`src/verilog/iso14443a_params.svh`:
```
// timing, buffer depth and CRC_A constants shared by the transmit path, include where needed
`ifndef ISO14443A_PARAMS_SVH
`define ISO14443A_PARAMS_SVH

// one bit time on the PICC to PCD link is 128 carrier cycles
// ISO/IEC 14443-2 type A, 106 kbit/s
`define TX_BIT_TICKS 128

// tick of the mid-bit transition of the Manchester code
// the serialiser is also asked for its next bit here
`define TX_HALF_TICKS 64

// byte buffer depth between the CRC producer and the serialiser
// the producer starts with this many credits, so a frame
// including its CRC bytes must fit in this many entries
`define TX_FIFO_DEPTH 16

// CRC_A from ISO/IEC 14443-3, processed LSB first
// the preset is loaded at every frame start, there is no final xor
`define TX_CRC_A_PRESET 16'h6363

// reflected form of x^16 + x^12 + x^5 + 1
`define TX_CRC_A_POLY 16'h8408

`endif

```
`src/verilog/iso14443a_pkg.sv`:
```
// types shared by the transmit path modules and interfaces, imported where used
package iso14443a_pkg;

    // one frame byte as it travels from the host to the serialiser
    typedef logic [7:0] tx_byte_t;

    // frame serialiser FSM
    // idle waits for a complete frame in the buffer
    // soc sends the start of communication bit
    // data walks through the eight bits of the head byte
    // parity sends the odd parity bit and pops the byte
    // wait_end lets the final bit time run out
    typedef enum logic [2:0] {
        SER_IDLE,
        SER_SOC,
        SER_DATA,
        SER_PARITY,
        SER_WAIT_END
    } ser_state_t;

    // CRC producer FSM
    // pass forwards host bytes, crc_lo and crc_hi emit the two CRC bytes
    typedef enum logic [1:0] {
        CRC_PASS,
        CRC_LO,
        CRC_HI
    } crc_state_t;

endpackage

```
`src/verilog/tx_interfaces.sv`:
```
// interfaces that link the producer, the byte buffer, the serialiser and the bit encoder
`timescale 1ns/1ps

// producer to buffer, credit based with no ready
// credit pulses once for every byte the buffer pops
interface byte_credit_if import iso14443a_pkg::*; ();
    logic     valid;
    tx_byte_t data;
    logic     last;
    logic     credit;

    modport send (output valid, data, last, input credit);
    modport recv (input valid, data, last, output credit);
endinterface

// buffer to serialiser, head entry is always visible
// pop takes the head away at the same edge
interface fifo_read_if import iso14443a_pkg::*; ();
    logic     pop;
    tx_byte_t data;
    logic     last;
    logic     frame_ready;

    modport reader (output pop, input data, last, frame_ready);
    modport store (input pop, output data, last, frame_ready);
endinterface

// serialiser to Manchester encoder, one bit per bit time
// active enables the encoder, req asks for the next bit at mid-bit
interface tx_interface;
    logic data;
    logic req;
    logic last_tick;
    logic active;

    modport in_bit (input data, active, output req, last_tick);
    modport out_bit (output data, active, input req, last_tick);
endinterface

```
`src/verilog/crc_a_appender.sv`:
```
// producer that takes host bytes, spends buffer credits and appends CRC_A to frames on request
`timescale 1ns/1ps
`include "iso14443a_params.svh"

module crc_a_appender import iso14443a_pkg::*; (
    input  logic          clk,
    input  logic          rst_n,
    input  logic          in_valid,
    input  tx_byte_t      in_data,
    input  logic          in_last,
    input  logic          in_append_crc,
    output logic          in_ready,
    byte_credit_if.send   tx
);
    // the counter must hold the full depth, so one bit more than the pointer
    localparam int CREDIT_W = $clog2(`TX_FIFO_DEPTH + 1);

    crc_state_t          state;
    logic [CREDIT_W-1:0] credits;
    logic [15:0]         crc;
    logic [15:0]         crc_next;
    logic                host_accept;
    logic                crc_send;
    logic                spend;

    // one byte step of CRC_A, data enters LSB first
    function automatic logic [15:0] crc_a_step(input logic [15:0] crc_in,
                                               input tx_byte_t    byte_in);
        logic [15:0] c;
        c = crc_in;
        for (int i = 0; i < 8; i++) begin
            if (c[0] ^ byte_in[i]) begin
                c = (c >> 1) ^ `TX_CRC_A_POLY;
            end else begin
                c = c >> 1;
            end
        end
        return c;
    endfunction

    // host may only push while a buffer slot is paid for and no CRC is going out
    assign in_ready    = (state == CRC_PASS) && (credits != '0);
    assign host_accept = in_valid && in_ready;

    // a CRC byte goes out in the CRC states whenever a credit is held
    assign crc_send = (state != CRC_PASS) && (credits != '0);
    assign spend    = host_accept || crc_send;

    assign crc_next = crc_a_step(crc, in_data);

    always_ff @(posedge clk or negedge rst_n) begin
        if (!rst_n) begin
            state    <= CRC_PASS;
            credits  <= CREDIT_W'(`TX_FIFO_DEPTH);
            crc      <= `TX_CRC_A_PRESET;
            tx.valid <= 1'b0;
        end else begin
            // returned and spent credits can land on the same edge
            credits  <= credits + CREDIT_W'(tx.credit) - CREDIT_W'(spend);
            tx.valid <= spend;

            case (state)
                CRC_PASS: begin
                    if (host_accept) begin
                        if (in_last && !in_append_crc) begin
                            // frame ends here, next byte starts a fresh CRC
                            crc <= `TX_CRC_A_PRESET;
                        end else begin
                            crc <= crc_next;
                        end
                        if (in_last && in_append_crc) begin
                            state <= CRC_LO;
                        end
                    end
                end
                CRC_LO: begin
                    if (crc_send) begin
                        state <= CRC_HI;
                    end
                end
                CRC_HI: begin
                    if (crc_send) begin
                        state <= CRC_PASS;
                        crc   <= `TX_CRC_A_PRESET;
                    end
                end
                default: begin
                    state <= CRC_PASS;
                end
            endcase
        end
    end

    // byte and frame-end flag, only looked at when valid is high
    always_ff @(posedge clk) begin
        if (host_accept) begin
            tx.data <= in_data;
            // the last flag moves onto the high CRC byte when CRC is appended
            tx.last <= in_last && !in_append_crc;
        end else if (state == CRC_LO) begin
            // CRC_A goes out low byte first
            tx.data <= crc[7:0];
            tx.last <= 1'b0;
        end else if (state == CRC_HI) begin
            tx.data <= crc[15:8];
            tx.last <= 1'b1;
        end
    end

endmodule

```
`src/verilog/tx_byte_fifo.sv`:
```
// circular byte buffer with frame-end flags that counts whole frames and returns credits on pop
`timescale 1ns/1ps
`include "iso14443a_params.svh"

module tx_byte_fifo import iso14443a_pkg::*; (
    input  logic         clk,
    input  logic         rst_n,
    byte_credit_if.recv  wr,
    fifo_read_if.store   rd
);
    localparam int PTR_W = $clog2(`TX_FIFO_DEPTH);
    localparam int CNT_W = $clog2(`TX_FIFO_DEPTH + 1);

    tx_byte_t         data_mem [`TX_FIFO_DEPTH];
    logic             last_mem [`TX_FIFO_DEPTH];
    logic [PTR_W-1:0] wr_ptr;
    logic [PTR_W-1:0] rd_ptr;
    logic [CNT_W-1:0] frame_cnt;
    logic             frame_in;
    logic             frame_out;

    // the producer never pushes without a credit, so there is no full check

    // storage, written on every push
    always_ff @(posedge clk) begin
        if (wr.valid) begin
            data_mem[wr_ptr] <= wr.data;
            last_mem[wr_ptr] <= wr.last;
        end
    end

    // head entry is shown straight from the array
    assign rd.data = data_mem[rd_ptr];
    assign rd.last = last_mem[rd_ptr];

    // a frame enters with its last byte and leaves when that byte is popped
    assign frame_in  = wr.valid && wr.last;
    assign frame_out = rd.pop && rd.last;

    // serialiser only starts on a frame that is fully stored
    assign rd.frame_ready = (frame_cnt != '0);

    always_ff @(posedge clk or negedge rst_n) begin
        if (!rst_n) begin
            wr_ptr    <= '0;
            rd_ptr    <= '0;
            frame_cnt <= '0;
            wr.credit <= 1'b0;
        end else begin
            if (wr.valid) begin
                if (wr_ptr == PTR_W'(`TX_FIFO_DEPTH - 1)) begin
                    wr_ptr <= '0;
                end else begin
                    wr_ptr <= wr_ptr + 1'b1;
                end
            end
            if (rd.pop) begin
                if (rd_ptr == PTR_W'(`TX_FIFO_DEPTH - 1)) begin
                    rd_ptr <= '0;
                end else begin
                    rd_ptr <= rd_ptr + 1'b1;
                end
            end
            frame_cnt <= frame_cnt + CNT_W'(frame_in) - CNT_W'(frame_out);
            // every freed slot goes back to the producer one cycle later
            wr.credit <= rd.pop;
        end
    end

endmodule

```
`src/verilog/frame_serialiser.sv`:
```
// FSM that pops complete frames and feeds SOC, data bits LSB first and odd parity to the encoder
`timescale 1ns/1ps

module frame_serialiser import iso14443a_pkg::*; (
    input  logic           clk,
    input  logic           rst_n,
    fifo_read_if.reader    rd,
    tx_interface.out_bit   bits
);
    ser_state_t state;
    logic [2:0] bit_idx;
    logic [2:0] next_idx;
    logic       par_acc;
    logic       load_pending;

    // the head byte stays in the buffer until its parity bit is requested,
    // so data bits are taken straight from rd.data
    assign next_idx = bit_idx + 3'd1;

    // popping at the parity request frees the slot as early as possible
    assign rd.pop = (state == SER_PARITY) && bits.req;

    always_ff @(posedge clk or negedge rst_n) begin
        if (!rst_n) begin
            state        <= SER_IDLE;
            bits.active  <= 1'b0;
            bits.data    <= 1'b0;
            bit_idx      <= '0;
            par_acc      <= 1'b1;
            load_pending <= 1'b0;
        end else begin
            case (state)
                SER_IDLE: begin
                    // SOC is a logic 1, presented together with active
                    if (rd.frame_ready) begin
                        state       <= SER_SOC;
                        bits.active <= 1'b1;
                        bits.data   <= 1'b1;
                    end
                end
                SER_SOC: begin
                    if (bits.req) begin
                        state        <= SER_DATA;
                        load_pending <= 1'b1;
                    end
                end
                SER_DATA: begin
                    if (load_pending) begin
                        // first bit of a byte, loaded a cycle after the request
                        // because the head may have just been popped
                        load_pending <= 1'b0;
                        bit_idx      <= '0;
                        bits.data    <= rd.data[0];
                        // odd parity starts from 1 and folds in every data bit
                        par_acc      <= ~rd.data[0];
                    end else if (bits.req) begin
                        if (bit_idx == 3'd7) begin
                            state     <= SER_PARITY;
                            bits.data <= par_acc;
                        end else begin
                            bit_idx   <= next_idx;
                            bits.data <= rd.data[next_idx];
                            par_acc   <= par_acc ^ rd.data[next_idx];
                        end
                    end
                end
                SER_PARITY: begin
                    if (bits.req) begin
                        if (rd.last) begin
                            state <= SER_WAIT_END;
                        end else begin
                            state        <= SER_DATA;
                            load_pending <= 1'b1;
                        end
                    end
                end
                SER_WAIT_END: begin
                    // parity bit of the final byte runs to its last tick
                    if (bits.last_tick) begin
                        state       <= SER_IDLE;
                        bits.active <= 1'b0;
                    end
                end
                default: begin
                    state <= SER_IDLE;
                end
            endcase
        end
    end

endmodule

```
`src/verilog/bit_encoder.sv`:
```
// Manchester encoder that turns one requested bit per bit time into the transmit envelope
`timescale 1ns/1ps
`include "iso14443a_params.svh"

module bit_encoder (
    input  logic         clk,
    input  logic         rst_n,
    tx_interface.in_bit  in_iface,
    output logic         encoded_data,
    output logic         last_tick
);
    localparam int CNT_W = $clog2(`TX_BIT_TICKS);

    // position inside the current bit time
    logic [CNT_W-1:0] tick;

    always_ff @(posedge clk or negedge rst_n) begin
        if (!rst_n) begin
            tick         <= '0;
            encoded_data <= 1'b0;
        end else begin
            if (in_iface.active) begin
                if (tick == CNT_W'(`TX_BIT_TICKS - 1)) begin
                    tick <= '0;
                end else begin
                    tick <= tick + 1'b1;
                end

                // a 1 is high then low, a 0 is low then high
                // so the first half simply follows the bit
                if (tick == '0) begin
                    encoded_data <= in_iface.data;
                end else if (tick == CNT_W'(`TX_HALF_TICKS)) begin
                    encoded_data <= ~encoded_data;
                end
            end else begin
                // line stays unmodulated between frames
                tick         <= '0;
                encoded_data <= 1'b0;
            end
        end
    end

    // the counter sits at zero while inactive, so neither strobe fires then
    assign last_tick = (tick == CNT_W'(`TX_BIT_TICKS - 1));
    assign in_iface.last_tick = last_tick;

    // the next bit is asked for at mid-bit, leaving half a bit time to present it
    assign in_iface.req = (tick == CNT_W'(`TX_HALF_TICKS));

endmodule

```
`src/verilog/tx_path_top.sv`:
```
// top level of the transmit path with host byte ports in and the Manchester envelope out
`timescale 1ns/1ps

module tx_path_top import iso14443a_pkg::*; (
    input  logic     clk,
    input  logic     rst_n,
    input  logic     in_valid,
    input  tx_byte_t in_data,
    input  logic     in_last,
    input  logic     in_append_crc,
    output logic     in_ready,
    output logic     tx_data,
    output logic     tx_active
);
    byte_credit_if byte_bus ();
    fifo_read_if   fifo_rd ();
    tx_interface   tx_bits ();

    // host bytes with CRC_A appended on request
    crc_a_appender u_crc_a_appender (
        .clk           (clk),
        .rst_n         (rst_n),
        .in_valid      (in_valid),
        .in_data       (in_data),
        .in_last       (in_last),
        .in_append_crc (in_append_crc),
        .in_ready      (in_ready),
        .tx            (byte_bus.send)
    );

    tx_byte_fifo u_tx_byte_fifo (
        .clk   (clk),
        .rst_n (rst_n),
        .wr    (byte_bus.recv),
        .rd    (fifo_rd.store)
    );

    frame_serialiser u_frame_serialiser (
        .clk   (clk),
        .rst_n (rst_n),
        .rd    (fifo_rd.reader),
        .bits  (tx_bits.out_bit)
    );

    // end of bit is also seen by the serialiser through the interface
    bit_encoder u_bit_encoder (
        .clk          (clk),
        .rst_n        (rst_n),
        .in_iface     (tx_bits.in_bit),
        .encoded_data (tx_data),
        .last_tick    ()
    );

    // active is high for the whole frame, SOC through final parity
    assign tx_active = tx_bits.active;

endmodule

```
`config.mk`:
```
export PLATFORM = sky130hd
export DESIGN_NAME = tx_path_top
export DESIGN_NICKNAME = d
export VERILOG_FILES = /design/src/verilog/iso14443a_pkg.sv /design/src/verilog/tx_interfaces.sv /design/src/verilog/crc_a_appender.sv /design/src/verilog/tx_byte_fifo.sv /design/src/verilog/frame_serialiser.sv /design/src/verilog/bit_encoder.sv /design/src/verilog/tx_path_top.sv
export VERILOG_INCLUDE_DIRS = /design/src /design/src/verilog
export SDC_FILE = /design/constraint.sdc
export NUM_CORES = 1
export LEC_CHECK = 0
export ABC_AREA = 1
export BUFFER_PORTS_ARGS = -buffer_cell sky130_fd_sc_hd__buf_2
export CAP_MARGIN = 20
export CORE_ASPECT_RATIO = 1.25
export CORE_MARGIN = 5
export CORE_UTILIZATION = 55
export DETAILED_ROUTE_END_ITERATION = 16
export PLACE_DENSITY_LB_ADDON = 0.25
export SLEW_MARGIN = 20
export SYNTH_ARGS = -nofsm -noshare
export SYNTH_HDL_FRONTEND = slang
export SYNTH_HIERARCHICAL = 1
export SYNTH_SLANG_ARGS = --single-unit
```
`constraint.sdc`:
```
create_clock -name clk -period 4.2 [get_ports clk]
set_input_delay 0.42 -clock clk [delete_from_list [all_inputs] [get_ports clk]]
set_output_delay 0.42 -clock clk [all_outputs]
set_load 0.01 [all_outputs]
```
==> summary.md <==
| Metric | Value |
|---|---|
| Cell family with most CP delay | `adder cells` |
| Syn avg cell area | `between 9 and 10 µm²` |
| Final period util | `0.734` |
| Slew at the pin with the worst max-slew slack | `approximately 0.96 ns` |
| Antenna viol nets, final | `0` |
| Root Driver | `clkbuf_16` |
| Pwr Density | `562 nW/µm²` |
| Post-DP Area | `about 10,000 µm²` |
| Non-Filler Cell Area, Final | `~11,000 µm²` |
| Total power | `0.00599 W` |
| MaxCap Viol Count | `0` |
| CTS tree | `done` |
| DRC Markers | `0` |
| Initial antenna violation count | `0` |
| Wire length per cell | `15.9 µm` |
| Clock Sinks | `between 200 and 250` |
| Fin Clk Skew | `0.0247 ns` |
| CP Data Arrival Time | `roughly 3.5 ns` |
| Initial Util | `0.560` |
| Via density | `5.36` |
| Fill cells | `around 1,400` |
| Mapped Cells | `just under 1,000` |
| H-tree levels | `1` |
| Grt ovf | `0` |
| Post-route setup slack | `between 1 and 1.5 ns` |
| Synthesis-to-layout area growth | `8.72%` |
| Num CTS Buffers | `21` |
| First-pass GRT wire length | `roughly 32,000 µm` |
| Dpl hpwl | `approximately 13,000 µm` |
| Hold_buf cts | `0` |
| Hold_ws | `0.0191 ns` |
| Worst path most repeated cell | `inv_1` |
| Syn Std Cell Area | `a little under 10,000 µm²` |
| PostCTS Resize Cnt | `0` |
| Critical path cell sequence | `inv_1 > ha_1 > nand3_1 > nor2_1 > inv_1 > nor4_1 > buf_4 > inv_1 > a21oi_2 > ha_1 > inv_1 > ha_1 > inv_1 > fa_1 > o21ai_0 > a21oi_1 > xor2_1` |
| Crit path time final | `about 3 ns` |
| Initial DRC Count | `457` |
| Worst hold path type | `primary input to async pin` |
| Worst path buffer plus inverter count | `6` |
| Crit Path Max Fanout | `9` |
| Upper clock frequency limit | `approximately 320 MHz` |
| Vias | `between 6,000 and 7,000` |
| Reg clk slew, reported paths | `roughly 0.060 ns` |
| Maximum vdd drop | `between 0.0004 and 0.0005 V` |
| Clock Tree Buf Depth | `3` |
| Status | `finished, final reports clean` |
| DR pass1 iterations | `6` |
| Relative max-transition margin | `0.359` |
| Vias in the first global route | `~6,400` |
| Setup repair bufs after CTS | `0` |
| RSZ-0062 raised after global routing | `false` |
| Final Hold Viols | `0` |
| CP peak stage delay | `~0.42 ns` |
| Largest net degree at the start of global routing | `between 70 and 80` |
| Number of diodes | `0` |
| CP max stage cell | `dfrtp_1` |
| Fraction of layout cells with a size suffix above 1 | `0.100` |
| Yosys warning count | `6` |
| Setup crit end kind | `register` |
| GRT Total Usage | `0.194` |
| Final setup viols | `0` |
| Routed WL | `19,500 µm` |
| Syn_nets | `a little over 1,000` |
| Port Buffer Count | `15` |
| Crit Path Class | `register to register` |
| IO Pins | `16` |
| Setup WS pre-CTS | `approximately 1.1 ns` |
| Worst Path Required | `~4.6 ns` |
| Clk_lat worst skew | `roughly 0.49 ns` |
| Slew Viols, Final | `0` |
| Nets | `slightly above 1,000` |
| Sum Neg Setup Slack | `0 ns` |
| FP Rows | `54` |
| Die width | `129 µm` |
| Leakage power | `4.48 nW` |
| Crit start category | `register` |
| GP Congestion | `approximately 0.8` |
| Core Box Area | `~17,000 µm²` |
| DIE AREA | `roughly 21,000 µm²` |
| Die height | `around 160 µm` |
worst register-to-register path: cells and delay by family, from the launching register on:
family,cells,cell delay [ns]
AOI/OAI and AO/OA,3,0.41
adders and majority gates,4,0.97
DFF,1,0.42
xor gates and xnor gates,1,0.14
and+or+nand+nor,3,0.48
buffers and inverters,6,0.55
state kept, by name, indices dropped and copies added (netlist names), 4 cells and up:
signal and cells:
u_tx_byte_fifo/data_mem 128, u_crc_a_appender/crc 16, u_tx_byte_fifo/last_mem 16, u_crc_a_appender/tx.data 8, u_bit_encoder/tick 7, u_crc_a_appender/credits 5, u_tx_byte_fifo/frame_cnt 5, u_tx_byte_fifo/rd_ptr 4
u_tx_byte_fifo/wr_ptr 4
where the power goes:
| group | leakage [nW] | internal, W | switching [W] | total, W |
|---|---|---|---|---|
| combinational | 2.10 | 0.000392 | 0.000728 | 0.00112 |
| sequential | 2.06 | 0.00276 | 0.000308 | 0.00307 |
| clock | 0.324 | 0.00107 | 0.000734 | 0.00181 |
path summary, 6_finish.rpt:
path | endpoint | slack, ns | cells after the start | start
min in group clk | u_crc_a_appender/state[0] | 0.21 | 3 | in_last
worst max register to register | u_tx_byte_fifo/frame_cnt[4] | 1.12 | 17 | u_bit_encoder/tick[0]
worst max-delay path | u_tx_byte_fifo/frame_cnt[4] | 1.12 | 17 | u_bit_encoder/tick[0]
worst min register to register | u_frame_serialiser/bit_idx[2] | 0.50 | 2 | u_frame_serialiser/bit_idx[2]
worst min-delay path | u_frame_serialiser/bit_idx[0] | 0.02 | 1 | rst_n
max in group asynchronous | u_crc_a_appender/crc[13] | 3.30 | 2 | rst_n
metal layers:
metal  global-route usage  share of wire
met5                    0              0
met4               0.0728          0.035
met3               0.0242          0.049
met2                0.326           0.49
met1                0.257           0.42
stage by stage:
step / util / cells
3_3_place_gp: 0.572 / 1195
5_1_grt: 0.609 / 1229
3_5_place_dp: 0.572 / 1195
4_1_cts: 0.609 / 1229
6_report: 0.609 / 1229
2_1_floorplan: - / 982
cell type report:
| type | count | area, µm² | share of cell area |
|---|---|---|---|
| Clock inverter | 8 | 92.6 | 0.00869 |
| Sequential cell | 209 | 6010 | 0.564 |
| Multi-Input combinational cell | 616 | 3120 | 0.293 |
| Timing Repair Buffer | 22 | 128 | 0.0120 |
| Inverter | 124 | 465 | 0.0437 |
| Clock buffer | 26 | 564 | 0.0529 |
| Tap cell | 224 | 280 | 0.0263 |
cells in the final DEF (no fill, tap or decap), types with 4 or more instances in the layout:
cell         n
xor2_1      10
inv_2        5
clkbuf_16   21
buf_4        7
a22oi_1      4
dfrtp_1     45
o21ai_0     67
nor2_1     127
a21oi_1     10
nand4_1      6
buf_2       15
nand2_1    214
clkinv_1     5
xnor2_1      5
ha_1        21
nand3_2      4
nor2_2       4
o21ai_2      9
o22ai_1      9
nand2_2      8
o211ai_1    16
nand3_1     50
o21ai_1     36
inv_1      117
dfstp_2     10
edfxtp_1   153
No activity file was read; power rests on OpenSTA's default activity.
